File: src/lspcPkg.sv
`default_nettype none

package lspcPkg;

	// ========================================
	// Widths and frame geometry
	// ========================================

	// CPU bus and VRAM word width
	localparam int WORD_BITS = 16;
	// Low address bits that index the on-chip VRAM
	localparam int VRAM_INDEX_BITS = 8;
	// Raster lines in one frame
	localparam int LINES_PER_FRAME = 264;
	localparam int RASTER_BITS = 9;
	// Auto-animation tile count and speed
	localparam int AA_BITS = 3;
	localparam int AA_SPEED_BITS = 8;

	// ========================================
	// Register select codes
	// ========================================

	localparam logic [2:0] REG_VRAMADDR = 3'd0;
	localparam logic [2:0] REG_VRAMRW = 3'd1;
	localparam logic [2:0] REG_VRAMMOD = 3'd2;
	localparam logic [2:0] REG_LSPCMODE = 3'd3;

	// Decoded CPU access, one per cycle
	typedef struct packed {
		logic valid;
		logic isWrite;
		logic [2:0] regSel;
		logic [WORD_BITS-1:0] data;
	} lspcCmd;

	// Execute stage output toward read-back
	typedef struct packed {
		logic readValid;
		logic [2:0] regSel;
		logic [WORD_BITS-1:0] vramWord;
	} lspcResult;

	// LSPCMODE word, CPU write side
	typedef struct packed {
		logic [AA_SPEED_BITS-1:0] aaSpeed;
		logic [WORD_BITS-AA_SPEED_BITS-1:0] unused;
	} lspcModeWr;

	// LSPCMODE word, CPU read side
	typedef struct packed {
		logic [RASTER_BITS-1:0] rasterLine;
		logic [WORD_BITS-RASTER_BITS-AA_BITS-1:0] zero;
		logic [AA_BITS-1:0] aaCount;
	} lspcModeRd;

	// Same address, different meaning per direction
	typedef union packed {
		lspcModeWr wr;
		lspcModeRd rd;
	} lspcModeWord;

endpackage

`default_nettype wire

File: src/lspcRegDecode.sv
`timescale 1ns/1ps
`default_nettype none

module lspcRegDecode (
	input  logic                          CLK_24M,
	input  logic                          T73A_OUT,
	input  logic                          cpuWrite,
	input  logic                          cpuRead,
	input  logic [2:0]                    regSel,
	input  logic [lspcPkg::WORD_BITS-1:0] cpuDataIn,
	output lspcPkg::lspcCmd               cmd
);
	import lspcPkg::*;

	logic selUsed;
	logic cmdValid;
	logic cmdIsWrite;
	logic [2:0] cmdSel;
	logic [WORD_BITS-1:0] cmdData;

	// Only codes 0 to 3 have a register behind them
	assign selUsed = (regSel <= REG_LSPCMODE);

	// ========================================
	// Strobe capture
	// ========================================

	// Control bits, cleared by reset
	always_ff @(posedge CLK_24M or negedge T73A_OUT)
	begin
		if (!T73A_OUT)
		begin
			cmdValid <= 1'b0;
			cmdIsWrite <= 1'b0;
		end
		else
		begin
			// Writes to dead codes vanish here
			// Reads still go through so they come back as zero
			cmdValid <= (cpuWrite && selUsed) || cpuRead;
			cmdIsWrite <= cpuWrite;
		end
	end

	// Select and data follow the bus every cycle
	always_ff @(posedge CLK_24M)
	begin
		cmdSel <= regSel;
		cmdData <= cpuDataIn;
	end

	// Pack into the command word
	always_comb
	begin
		cmd.valid = cmdValid;
		cmd.isWrite = cmdIsWrite;
		cmd.regSel = cmdSel;
		cmd.data = cmdData;
	end

endmodule

`default_nettype wire

File: src/vramPort.sv
`timescale 1ns/1ps
`default_nettype none

module vramPort (
	input  logic                              CLK_24M,
	input  logic                              T73A_OUT,
	input  lspcPkg::lspcCmd                   cmd,
	output lspcPkg::lspcResult                result,
	output logic [lspcPkg::WORD_BITS-1:0]     vramMod,
	output logic [lspcPkg::AA_SPEED_BITS-1:0] aaSpeed
);
	import lspcPkg::*;

	logic [WORD_BITS-1:0] vramAddr;
	logic [WORD_BITS-1:0] vramMem [0:(1<<VRAM_INDEX_BITS)-1];
	logic [VRAM_INDEX_BITS-1:0] vramIndex;
	logic wrStrobe;
	logic rdStrobe;
	lspcModeWord modeIn;
	logic resValid;
	logic [2:0] resSel;
	logic [WORD_BITS-1:0] resWord;

	// Array only sees the low address bits
	assign vramIndex = vramAddr[VRAM_INDEX_BITS-1:0];
	assign wrStrobe = cmd.valid && cmd.isWrite;
	assign rdStrobe = cmd.valid && !cmd.isWrite;
	// Incoming word seen as LSPCMODE write
	assign modeIn = cmd.data;

	// ========================================
	// Address, modulo and mode registers
	// ========================================

	always_ff @(posedge CLK_24M or negedge T73A_OUT)
	begin
		if (!T73A_OUT)
		begin
			vramAddr <= '0;
			vramMod <= '0;
			aaSpeed <= '0;
		end
		else if (wrStrobe)
		begin
			case (cmd.regSel)
				REG_VRAMADDR: vramAddr <= cmd.data;
				// Post-increment after each data port write
				REG_VRAMRW: vramAddr <= vramAddr + vramMod;
				REG_VRAMMOD: vramMod <= cmd.data;
				REG_LSPCMODE: aaSpeed <= modeIn.wr.aaSpeed;
				default: ;
			endcase
		end
	end

	// ========================================
	// VRAM array and result stage
	// ========================================

	// Store at the address before the increment
	always_ff @(posedge CLK_24M)
	begin
		if (wrStrobe && (cmd.regSel == REG_VRAMRW))
			vramMem[vramIndex] <= cmd.data;
	end

	// Read strobe for result
	always_ff @(posedge CLK_24M or negedge T73A_OUT)
	begin
		if (!T73A_OUT)
			resValid <= 1'b0;
		else
			resValid <= rdStrobe;
	end

	// Select and word ride along
	always_ff @(posedge CLK_24M)
	begin
		resSel <= cmd.regSel;
		resWord <= vramMem[vramIndex];
	end

	// Pack into the result word
	always_comb
	begin
		result.readValid = resValid;
		result.regSel = resSel;
		result.vramWord = resWord;
	end

endmodule

`default_nettype wire

File: src/rasterAnimTimer.sv
`timescale 1ns/1ps
`default_nettype none

module rasterAnimTimer (
	input  logic                              CLK_24M,
	input  logic                              T73A_OUT,
	input  logic                              lineTick,
	input  logic [lspcPkg::AA_SPEED_BITS-1:0] aaSpeed,
	output logic [lspcPkg::RASTER_BITS-1:0]   rasterLine,
	output logic [lspcPkg::AA_BITS-1:0]       aaCount
);
	import lspcPkg::*;

	logic [AA_SPEED_BITS-1:0] frameDiv;
	logic lastLine;
	logic frameEnd;
	logic divHit;

	// Last raster line of the frame
	assign lastLine = (rasterLine == RASTER_BITS'(LINES_PER_FRAME - 1));
	// Wrap happens on this tick
	assign frameEnd = lineTick && lastLine;
	// Divider has counted speed+1 frames
	assign divHit = (frameDiv == aaSpeed);

	// ========================================
	// Line, frame and animation counters
	// ========================================

	always_ff @(posedge CLK_24M or negedge T73A_OUT)
	begin
		if (!T73A_OUT)
		begin
			rasterLine <= '0;
			frameDiv <= '0;
			aaCount <= '0;
		end
		else
		begin
			// Line counter, wraps once per frame
			if (lineTick)
				rasterLine <= lastLine ? '0 : rasterLine + 1'b1;
			// Frame divider against the animation speed
			if (frameEnd)
			begin
				if (divHit)
				begin
					frameDiv <= '0;
					// Tile count rolls over by width
					aaCount <= aaCount + 1'b1;
				end
				else
					frameDiv <= frameDiv + 1'b1;
			end
		end
	end

endmodule

`default_nettype wire

File: src/lspcReadBack.sv
`timescale 1ns/1ps
`default_nettype none

module lspcReadBack (
	input  logic                            CLK_24M,
	input  logic                            T73A_OUT,
	input  lspcPkg::lspcResult              result,
	input  logic [lspcPkg::WORD_BITS-1:0]   vramMod,
	input  logic [lspcPkg::RASTER_BITS-1:0] rasterLine,
	input  logic [lspcPkg::AA_BITS-1:0]     aaCount,
	output logic [lspcPkg::WORD_BITS-1:0]   cpuDataOut,
	output logic                            readValid
);
	import lspcPkg::*;

	lspcModeWord modeOut;
	logic [WORD_BITS-1:0] readMux;

	// LSPCMODE as the CPU sees it
	always_comb
	begin
		modeOut.rd.rasterLine = rasterLine;
		modeOut.rd.zero = '0;
		modeOut.rd.aaCount = aaCount;
	end

	// ========================================
	// Read data select
	// ========================================

	always_comb
	begin
		case (result.regSel)
			// Both VRAM codes return the array word
			REG_VRAMADDR, REG_VRAMRW: readMux = result.vramWord;
			REG_VRAMMOD: readMux = vramMod;
			REG_LSPCMODE: readMux = modeOut;
			// Unused codes read as zero
			default: readMux = '0;
		endcase
	end

	// Output strobe
	always_ff @(posedge CLK_24M or negedge T73A_OUT)
	begin
		if (!T73A_OUT)
			readValid <= 1'b0;
		else
			readValid <= result.readValid;
	end

	// Data only matters while readValid is high
	always_ff @(posedge CLK_24M)
	begin
		cpuDataOut <= readMux;
	end

endmodule

`default_nettype wire

File: src/lspcTop.sv
`timescale 1ns/1ps
`default_nettype none

module lspcTop (
	input  logic                          CLK_24M,
	input  logic                          T73A_OUT,
	input  logic                          cpuWrite,
	input  logic                          cpuRead,
	input  logic [2:0]                    regSel,
	input  logic [lspcPkg::WORD_BITS-1:0] cpuDataIn,
	input  logic                          lineTick,
	output logic [lspcPkg::WORD_BITS-1:0] cpuDataOut,
	output logic                          readValid
);
	import lspcPkg::*;

	// Stage to stage wiring
	lspcCmd cmd;
	lspcResult result;
	logic [WORD_BITS-1:0] vramMod;
	logic [AA_SPEED_BITS-1:0] aaSpeed;
	logic [RASTER_BITS-1:0] rasterLine;
	logic [AA_BITS-1:0] aaCount;

	// ========================================
	// Decode, execute, result
	// ========================================

	lspcRegDecode uDecode (
		.CLK_24M   (CLK_24M),
		.T73A_OUT  (T73A_OUT),
		.cpuWrite  (cpuWrite),
		.cpuRead   (cpuRead),
		.regSel    (regSel),
		.cpuDataIn (cpuDataIn),
		.cmd       (cmd)
	);

	vramPort uVram (
		.CLK_24M  (CLK_24M),
		.T73A_OUT (T73A_OUT),
		.cmd      (cmd),
		.result   (result),
		.vramMod  (vramMod),
		.aaSpeed  (aaSpeed)
	);

	// Free running raster and animation
	rasterAnimTimer uTimer (
		.CLK_24M    (CLK_24M),
		.T73A_OUT   (T73A_OUT),
		.lineTick   (lineTick),
		.aaSpeed    (aaSpeed),
		.rasterLine (rasterLine),
		.aaCount    (aaCount)
	);

	lspcReadBack uReadBack (
		.CLK_24M    (CLK_24M),
		.T73A_OUT   (T73A_OUT),
		.result     (result),
		.vramMod    (vramMod),
		.rasterLine (rasterLine),
		.aaCount    (aaCount),
		.cpuDataOut (cpuDataOut),
		.readValid  (readValid)
	);

endmodule

`default_nettype wire

File: config.mk
export PLATFORM = sky130hd
export DESIGN_NAME = lspcTop
export DESIGN_NICKNAME = d
export VERILOG_FILES = /design/src/lspcPkg.sv /design/src/lspcRegDecode.sv /design/src/vramPort.sv /design/src/rasterAnimTimer.sv /design/src/lspcReadBack.sv /design/src/lspcTop.sv
export SDC_FILE = /design/constraint.sdc
export NUM_CORES = 2
export LEC_CHECK = 0
export ABC_CLOCK_PERIOD_IN_PS = 4200
export BUFFER_PORTS_ARGS = -buffer_cell sky130_fd_sc_hd__buf_2
export CORE_MARGIN = 4
export CORE_UTILIZATION = 31
export DETAILED_ROUTE_END_ITERATION = 16
export GPL_TIMING_DRIVEN = 0
export PLACE_DENSITY = 0.53
export SLEW_MARGIN = 20
export SYNTH_ARGS = -nofsm -noshare
export SYNTH_HDL_FRONTEND = slang
export SYNTH_SLANG_ARGS = --single-unit
File: constraint.sdc
create_clock -name CLK_24M -period 4.2 [get_ports CLK_24M]
set_input_delay 0.84 -clock CLK_24M [delete_from_list [all_inputs] [get_ports CLK_24M]]
set_output_delay 0.84 -clock CLK_24M [all_outputs]
set_load 0.005 [all_outputs]
Word-level counts from Yosys, hierarchy flattened

Memories as Yosys holds them, arrays and structs flattened. A register that Yosys moved wholly into a read port is not among the register bits.
Cells that the tools add are included.

Register bits after elaboration: 102
Memory bits (writable): 4096
Memories: 1
Bits of input ports: 24
Word-level logic and storage cells: 49
Output and inout port bits: 17

Reduce and logical (&&, ||, !) cells: 15
Mux-type cells: 6
Order comparisons: 1
Add/subtract/negate cells: 4
Eq/ne operators: 8

Memories:

| memory        | words | width | read ports | clocked after Yosys merged registers in | wr ports | line           | text |
|---|---|---|---|---|---|---|---|
| uVram.vramMem | 256   | 16    | 1          | 1                                       | 1        | vramPort.sv:15 | `logic [WORD_BITS-1:0] vramMem [0:(1<<VRAM_INDEX_BITS)-1];` |

Operators by type and width:

| kind                                                                   | number |
|---|---|
| 16-bit case mux with 3 select lines                                    | 1 |
| 16-bit case mux with 2 select lines                                    | 1 |
| 16-bit adder                                                           | 1 |
| 3-bit by 2-bit equality test with 1-bit output (second input constant) | 4 |
| 9-bit by 1-bit adder with 9-bit output (second input constant)         | 1 |
| 9-bit equality test (second input constant)                            | 1 |
| 9-bit 2-to-1 mux                                                       | 1 |
| 8-bit by 1-bit adder with 8-bit output (second input constant)         | 1 |
| 8-bit equality test                                                    | 1 |
| 8-bit 2-to-1 mux                                                       | 1 |
| 2-bit AND reduction                                                    | 4 |
| 3-bit by 1-bit equality test with 1-bit output (second input constant) | 2 |
| 3-bit zero test                                                        | 2 |
| 1-bit logical AND                                                      | 5 |
| 3-bit by 1-bit adder with 3-bit output (second input constant)         | 1 |
| 3-bit by 2-bit <= comparator with 1-bit output (second input constant) | 1 |
| 1-bit 2-to-1 mux                                                       | 2 |
| 2-bit nonzero test                                                     | 1 |
| 2-bit OR reduction                                                     | 1 |
| 1-bit zero test                                                        | 1 |
| 1-bit logical OR                                                       | 1 |

Logic depth before layout (Yosys ltp)

Depth after elaboration: 4
Depth in mapped cells: 12

Cells and area by module

From an unflattened synthesis, not the netlist that was laid out.

Cells, all modules: 6985
Area, all modules: 159177.7 um2

Modules (own cells, without submodules):

| module          | area each (um2) | times used | cells each |
|---|---|---|---|
| vramPort        | 156894.2        | 1          | 6784 |
| rasterAnimTimer | 1097.3          | 1          | 104 |
| lspcReadBack    | 729.4           | 1          | 72 |
| lspcRegDecode   | 456.7           | 1          | 25 |

Worst setup path after synthesis

OpenSTA, ideal clock, no wires.

Path kind: register to register
From: register uDecode.cmdData[1]
To: memory uVram.vramMem[0][1] (data pin)
Stages on the path, launching flop included: 1
Path buffers: 0
Arrival: 3413 ps
Slack: -72 ps
Period minus slack after synthesis: 4272 ps
Library setup time: 859 ps
Cell sequence: dfxtp_1

RTL lines:

| element                  | line                | text |
|---|---|---|
| start: declaration       | lspcRegDecode.sv:19 | `logic [WORD_BITS-1:0] cmdData;` |
| start signal: assignment | lspcRegDecode.sv:49 | `cmdData <= cpuDataIn;` |
| end: declaration         | vramPort.sv:15      |  |

No word-level cell before the write port.

==> impl.org <==
** Run status
- The run finished, with violations left.
- Failing checks :: setup timing

** GRT
- Met3 capacity usage during global routing :: 4.65%
- Maximum number of pins on one net before global-route repair :: 78
- After global routing the overflow that remains totals 0.
- In the global route stage, met2 resource usage came out at 28.1%.
- The global routing stage identified its most utilized layer as met2.
- Routing usage on met1 :: 24.6%
- Global routing usage summed across all routing layers :: a little under a fifth
- Number of global-route vias before repair :: 79900
- Global-route wire length before repair :: 666000 um
- The initial antenna violation count came to 44.

** Setup path
- Together, buffers and inverters on the worst path number 3.
- Worst EP arrival :: 5.13 ns
- The worst register-to-register path ends at uVram.resWord[7].
- Along the worst path, the maximum fanout reaches 10.
- Worst stage delay on the critical path :: roughly 0.52 ns
- Depth of the most critical reg-to-reg path :: 10
- Startpoint types :: flip-flop
- Largest delay share family, worst path :: compound AO/OA/AOI/OAI gates
- Worst Setup Path Type :: reg -> reg
- Slowest library cell on the worst path :: sky130_fd_sc_hd__clkbuf_2
- Type of element capturing the critical path :: flip-flop
- Worst path required time :: 5.03 ns
- Worst-case register-to-register setup slack :: -0.10 ns
- Launch point of the worst reg-to-reg path :: uVram.vramAddr[1]
- Critical path cell sequence :: buf_4 > clkbuf_2 > clkbuf_2 > mux4_2 > a22oi_1 > a21oi_1 > nor2_1 > o221ai_1 > a22oi_1 > o211ai_1

** Clock network
- Clock buffer count from CTS :: 436
- Clock-pin slew was measured on the worst setup and hold paths at approximately 0.06 ns.
- Counting every sink on the clock net gives 4206.
- The H-tree generated during clock tree synthesis spans 5 levels.
- Maximum root-to-sink buffer count :: 4
- Clock latency on the worst-skew pair :: 0.98 ns
- CTS root buf :: sky130_fd_sc_hd__clkbuf_16
- TritonCTS built the clock tree.

** Min path
- Class of the tightest hold or removal check :: in -> reg
- Endpoint, Worst Hold :: uTimer.rasterLine[0]
- The worst hold path begins at lineTick.
- WHS Path Cells :: 3

** Run
- Number of max-capacitance violations reported :: 0

** Final layout
- Util after Layout :: a little under two fifths
- The final layout contains 7852 nets.
- Share of post-route cells with drive strength above 1 :: about 33%
- Number of inserted filler cells in the final layout :: 45600
- Compared with the post-synthesis result, the final layout area differs by 19.0%.

** Detailed routing
- First-pass iteration count of the detailed router :: 8
- The routed design has just under 500000 um of wire.
- After detailed routing, the average wire length per cell comes to 32.6 um.
- In the routed layout, each cell is associated on average with a via count of 5.39.
- Once detail routing completed, the nets flagged for antenna violations numbered 0.
- Initial drt markers :: 10700
- Summing over every cut layer, the via total after detailed routing is 80400.
- In the routed design, unresolved DRC markers number 0.

** Power and ir drop
- VDD sags by at most 0.000410 V.
- For this design the ratio of total power to cell area is around 540 nW/um2.
- Leakage power :: 0.0578 uW

** Synth
- After synthesis, the largest area contributor takes up 77.3% of total cell area.
- In the synthesized netlist, the number of instances is 6979.
- Area of the mapped netlist :: 159000 um2
- sky130_fd_sc_hd__edfxtp_1 takes more of the synthesized area than any other cell.
- Yosys cell types :: 47
- The Yosys step of the flow raised 0 warnings.
- Number of nets produced by synthesis :: 7014
- Averaged over all synthesized cells, the footprint is 22.8 um2.
- Register bit total from synthesis :: 4206
- Most used flip-flop cell after synthesis :: sky130_fd_sc_hd__edfxtp_1
- For this run, asynchronously set or reset flops after synthesis account for between 1 and 1.5%.
- For this run, the register share of the synthesized area comes to 78.9%.
- Number of flops mapped to enable cells by yosys :: 4096
- Main area contributors after synthesis :: sky130_fd_sc_hd__edfxtp_1 77%, sky130_fd_sc_hd__mux4_2 14%, sky130_fd_sc_hd__a22oi_1 0.98%, sky130_fd_sc_hd__a221oi_1 0.88%, sky130_fd_sc_hd__a22o_1 0.88%

** Floorplanning
- The initial utilization of the core area, before any placement, comes to 31.2%.
- Number of I/O pins :: 41
- The floorplan step defined a die boundary enclosing ~520000 um2.
- Core area :: between 500000 and 600000 um2
- The initialized floorplan defines between 200 and 300 standard-cell rows.
- The floorplan step set the die height to between 700 and 800 um.
- Measured along the x axis, the die boundary spans 724 um.

** Placement
- Timing analysis after detailed placement gives a worst setup slack of -1.90 ns.
- The congestion estimate from routability-driven global placement came to approximately 0.95.
- IO buf count :: 40
- Detailed placement ended at an HPWL of 337000 um.

** STA
- RSZ-0062 raised after global routing :: true
- Relative slew slack :: 21.6%
- Between clock sinks in the finished design, the worst skew comes to slightly above 0.09 ns.
- Hold Fails Final Rpt :: 0
- Endpoints failing setup :: between 60 and 70
- Final Cycle Share :: 102%
- The final number of max-transition violations was 0.
- Static timing analysis puts the maximum clock frequency at 233 MHz.
- Subtracting the final worst setup slack from the clock period gives about 4.3 ns.
- Worst hold slack across all endpoints :: roughly 0.24 ns
- Least setup slack across all paths after layout :: -0.100 ns
- Transition at the pin with the smallest max-transition slack :: 1.18 ns
## power breakdown
group	switching (uW)	total (uW)	internal [uW]	leakage, uW
Sequential	292	46600	46300	0.0380
Clock	16300	37600	21400	0.00678
Combinational	12100	18800	6670	0.0131
Total	28700	103000	74300	0.0578
## sequential cells by signal, indices dropped and copies added, names as in the netlist
signal                count
uVram.vramMem          4096
uDecode.cmdData          16
uReadBack.cpuDataOut     16
uVram.resWord            16
uVram.vramMod            16
uTimer.rasterLine         9
uTimer.frameDiv           8
uVram.aaSpeed             8
uVram.vramAddr            8
uDecode.cmdSel            3
uTimer.aaCount            3
uVram.resSel              3
uDecode.cmdIsWrite        1
uDecode.cmdValid          1
uReadBack.readValid       1
uVram.resValid            1
## Yosys cell counts (2+ instances only)
master                        n
sky130_fd_sc_hd__nand3_1     14
sky130_fd_sc_hd__nor3_1      21
sky130_fd_sc_hd__buf_6       17
sky130_fd_sc_hd__dfxtp_1     54
sky130_fd_sc_hd__nand2b_1    11
sky130_fd_sc_hd__xor2_1       3
sky130_fd_sc_hd__a22oi_1    208
sky130_fd_sc_hd__nor2_1     320
sky130_fd_sc_hd__or3_1        3
sky130_fd_sc_hd__o21ai_0     23
sky130_fd_sc_hd__or2_2        5
sky130_fd_sc_hd__nor4_2       2
sky130_fd_sc_hd__nand4_1      5
sky130_fd_sc_hd__o31ai_1      2
sky130_fd_sc_hd__nor2b_1     11
sky130_fd_sc_hd__mux2_2      25
sky130_fd_sc_hd__a21oi_1    108
sky130_fd_sc_hd__nand2_1     48
sky130_fd_sc_hd__o221ai_1    32
sky130_fd_sc_hd__o21ai_1     17
sky130_fd_sc_hd__xnor2_1     16
sky130_fd_sc_hd__buf_2       99
sky130_fd_sc_hd__a211oi_1    12
sky130_fd_sc_hd__clkbuf_1   224
sky130_fd_sc_hd__buf_4       31
sky130_fd_sc_hd__buf_1       53
sky130_fd_sc_hd__o211ai_1    17
sky130_fd_sc_hd__mux4_2    1024
sky130_fd_sc_hd__inv_1        7
sky130_fd_sc_hd__edfxtp_1  4096
sky130_fd_sc_hd__dfrtp_1     56
sky130_fd_sc_hd__a221oi_1   160
sky130_fd_sc_hd__a21o_1       2
sky130_fd_sc_hd__o22ai_1     51
sky130_fd_sc_hd__ha_1        10
sky130_fd_sc_hd__a22o_1     160
sky130_fd_sc_hd__nand3b_1     5
sky130_fd_sc_hd__and3_1       6
sky130_fd_sc_hd__mux2i_1     13
## logic make-up after synthesis
family / synth area share, %
DFF: 78.9
buffers and inverters: 1.25
and+or+nand+nor: 1.19
xor gates and xnor gates: 0.105
AOI/OAI and AO/OA: 3.76
muxes: 14.8
adders and majority gates: 0.0912
## metal layers
layer  up-vias  wire [um]  part of all wire, %
met5         -        129                0.026
met4        20      21400                  4.4
li1      31800          -                    -
met3       828      46600                  9.6
met2      3915     224000                   46
met1     43800     195000                   40
## cell usage in the layout (no fill, tap or decap), types with 37 or more instances in the layout
cell type,n
sky130_fd_sc_hd__a21oi_1,106
sky130_fd_sc_hd__a221oi_1,124
sky130_fd_sc_hd__a22o_1,160
sky130_fd_sc_hd__a22oi_1,204
sky130_fd_sc_hd__buf_12,37
sky130_fd_sc_hd__buf_16,62
sky130_fd_sc_hd__buf_2,126
sky130_fd_sc_hd__buf_4,72
sky130_fd_sc_hd__buf_6,156
sky130_fd_sc_hd__buf_8,88
sky130_fd_sc_hd__clkbuf_1,256
sky130_fd_sc_hd__clkbuf_16,445
sky130_fd_sc_hd__clkbuf_2,38
sky130_fd_sc_hd__clkinv_1,94
sky130_fd_sc_hd__clkinv_2,98
sky130_fd_sc_hd__dfrtp_1,56
sky130_fd_sc_hd__dfxtp_1,38
sky130_fd_sc_hd__edfxtp_1,4096
sky130_fd_sc_hd__mux4_2,1024
sky130_fd_sc_hd__nor2_1,39
sky130_fd_sc_hd__nor2_2,206
sky130_fd_sc_hd__nor2_4,75
sky130_fd_sc_hd__o22ai_1,45
## how the worst max path moves through the flow
stage                   startpoint                     to  cells after the start
5_1_grt          uVram.vramAddr[0]  uVram.vramMem[205][6]                     11
6_report         uVram.vramAddr[1]       uVram.resWord[7]                     10
3_3_place_gp    uDecode.cmdData[8]  uVram.vramMem[174][8]                      0
4_1_cts          uVram.vramAddr[0]       uVram.resWord[8]                      9
3_5_place_dp     uVram.vramAddr[3]  uVram.vramMem[156][7]                      9
2_1_floorplan  uDecode.cmdData[10]   uVram.vramMem[0][10]                      0
## per-stage QoR
stage,TNS (ns),cell area [um2],total power (uW),std cells
2_1_floorplan,-145.43,159000,57300,6979
3_3_place_gp,-,168000,65300,13800
3_5_place_dp,-4192.35,174000,65600,14100
4_1_cts,-0.0674,189000,103000,14900
5_1_grt,-0.00520,189000,106000,14900
6_report,-1.20,189000,103000,14900
## timing repair
action                                  in CTS  in global routing
setup buffers                               19                  1
pin swaps                                   10                  2
resized for setup                          230                 42
hold buffers                                22                  0
endpoints found under the setup margin    4112                177
hold endpoints to repair                    77                  0
## area by class of cell
class | instances | area [um2] | share of cell area [%]
clock inverters | 258 | 2300 | 1.22
repair buffers | 402 | 5820 | 3.07
multi-input cells | 2342 | 33400 | 17.7
flip-flops and latches | 4206 | 126000 | 66.3
inverters | 7 | 26.3 | 0.0139
diodes | 15 | 37.5 | 0.0198
clock buffers | 537 | 11500 | 6.08
plain buffers | 422 | 2300 | 1.22
well taps | 6732 | 8420 | 4.45
## tightest hold or removal path, cell delays in order
cell	delay, ns
sky130_fd_sc_hd__buf_2	0.16
sky130_fd_sc_hd__xnor2_1	0.08
sky130_fd_sc_hd__nor2_1	0.08
Note: power is estimated with default switching activity, not from simulation.
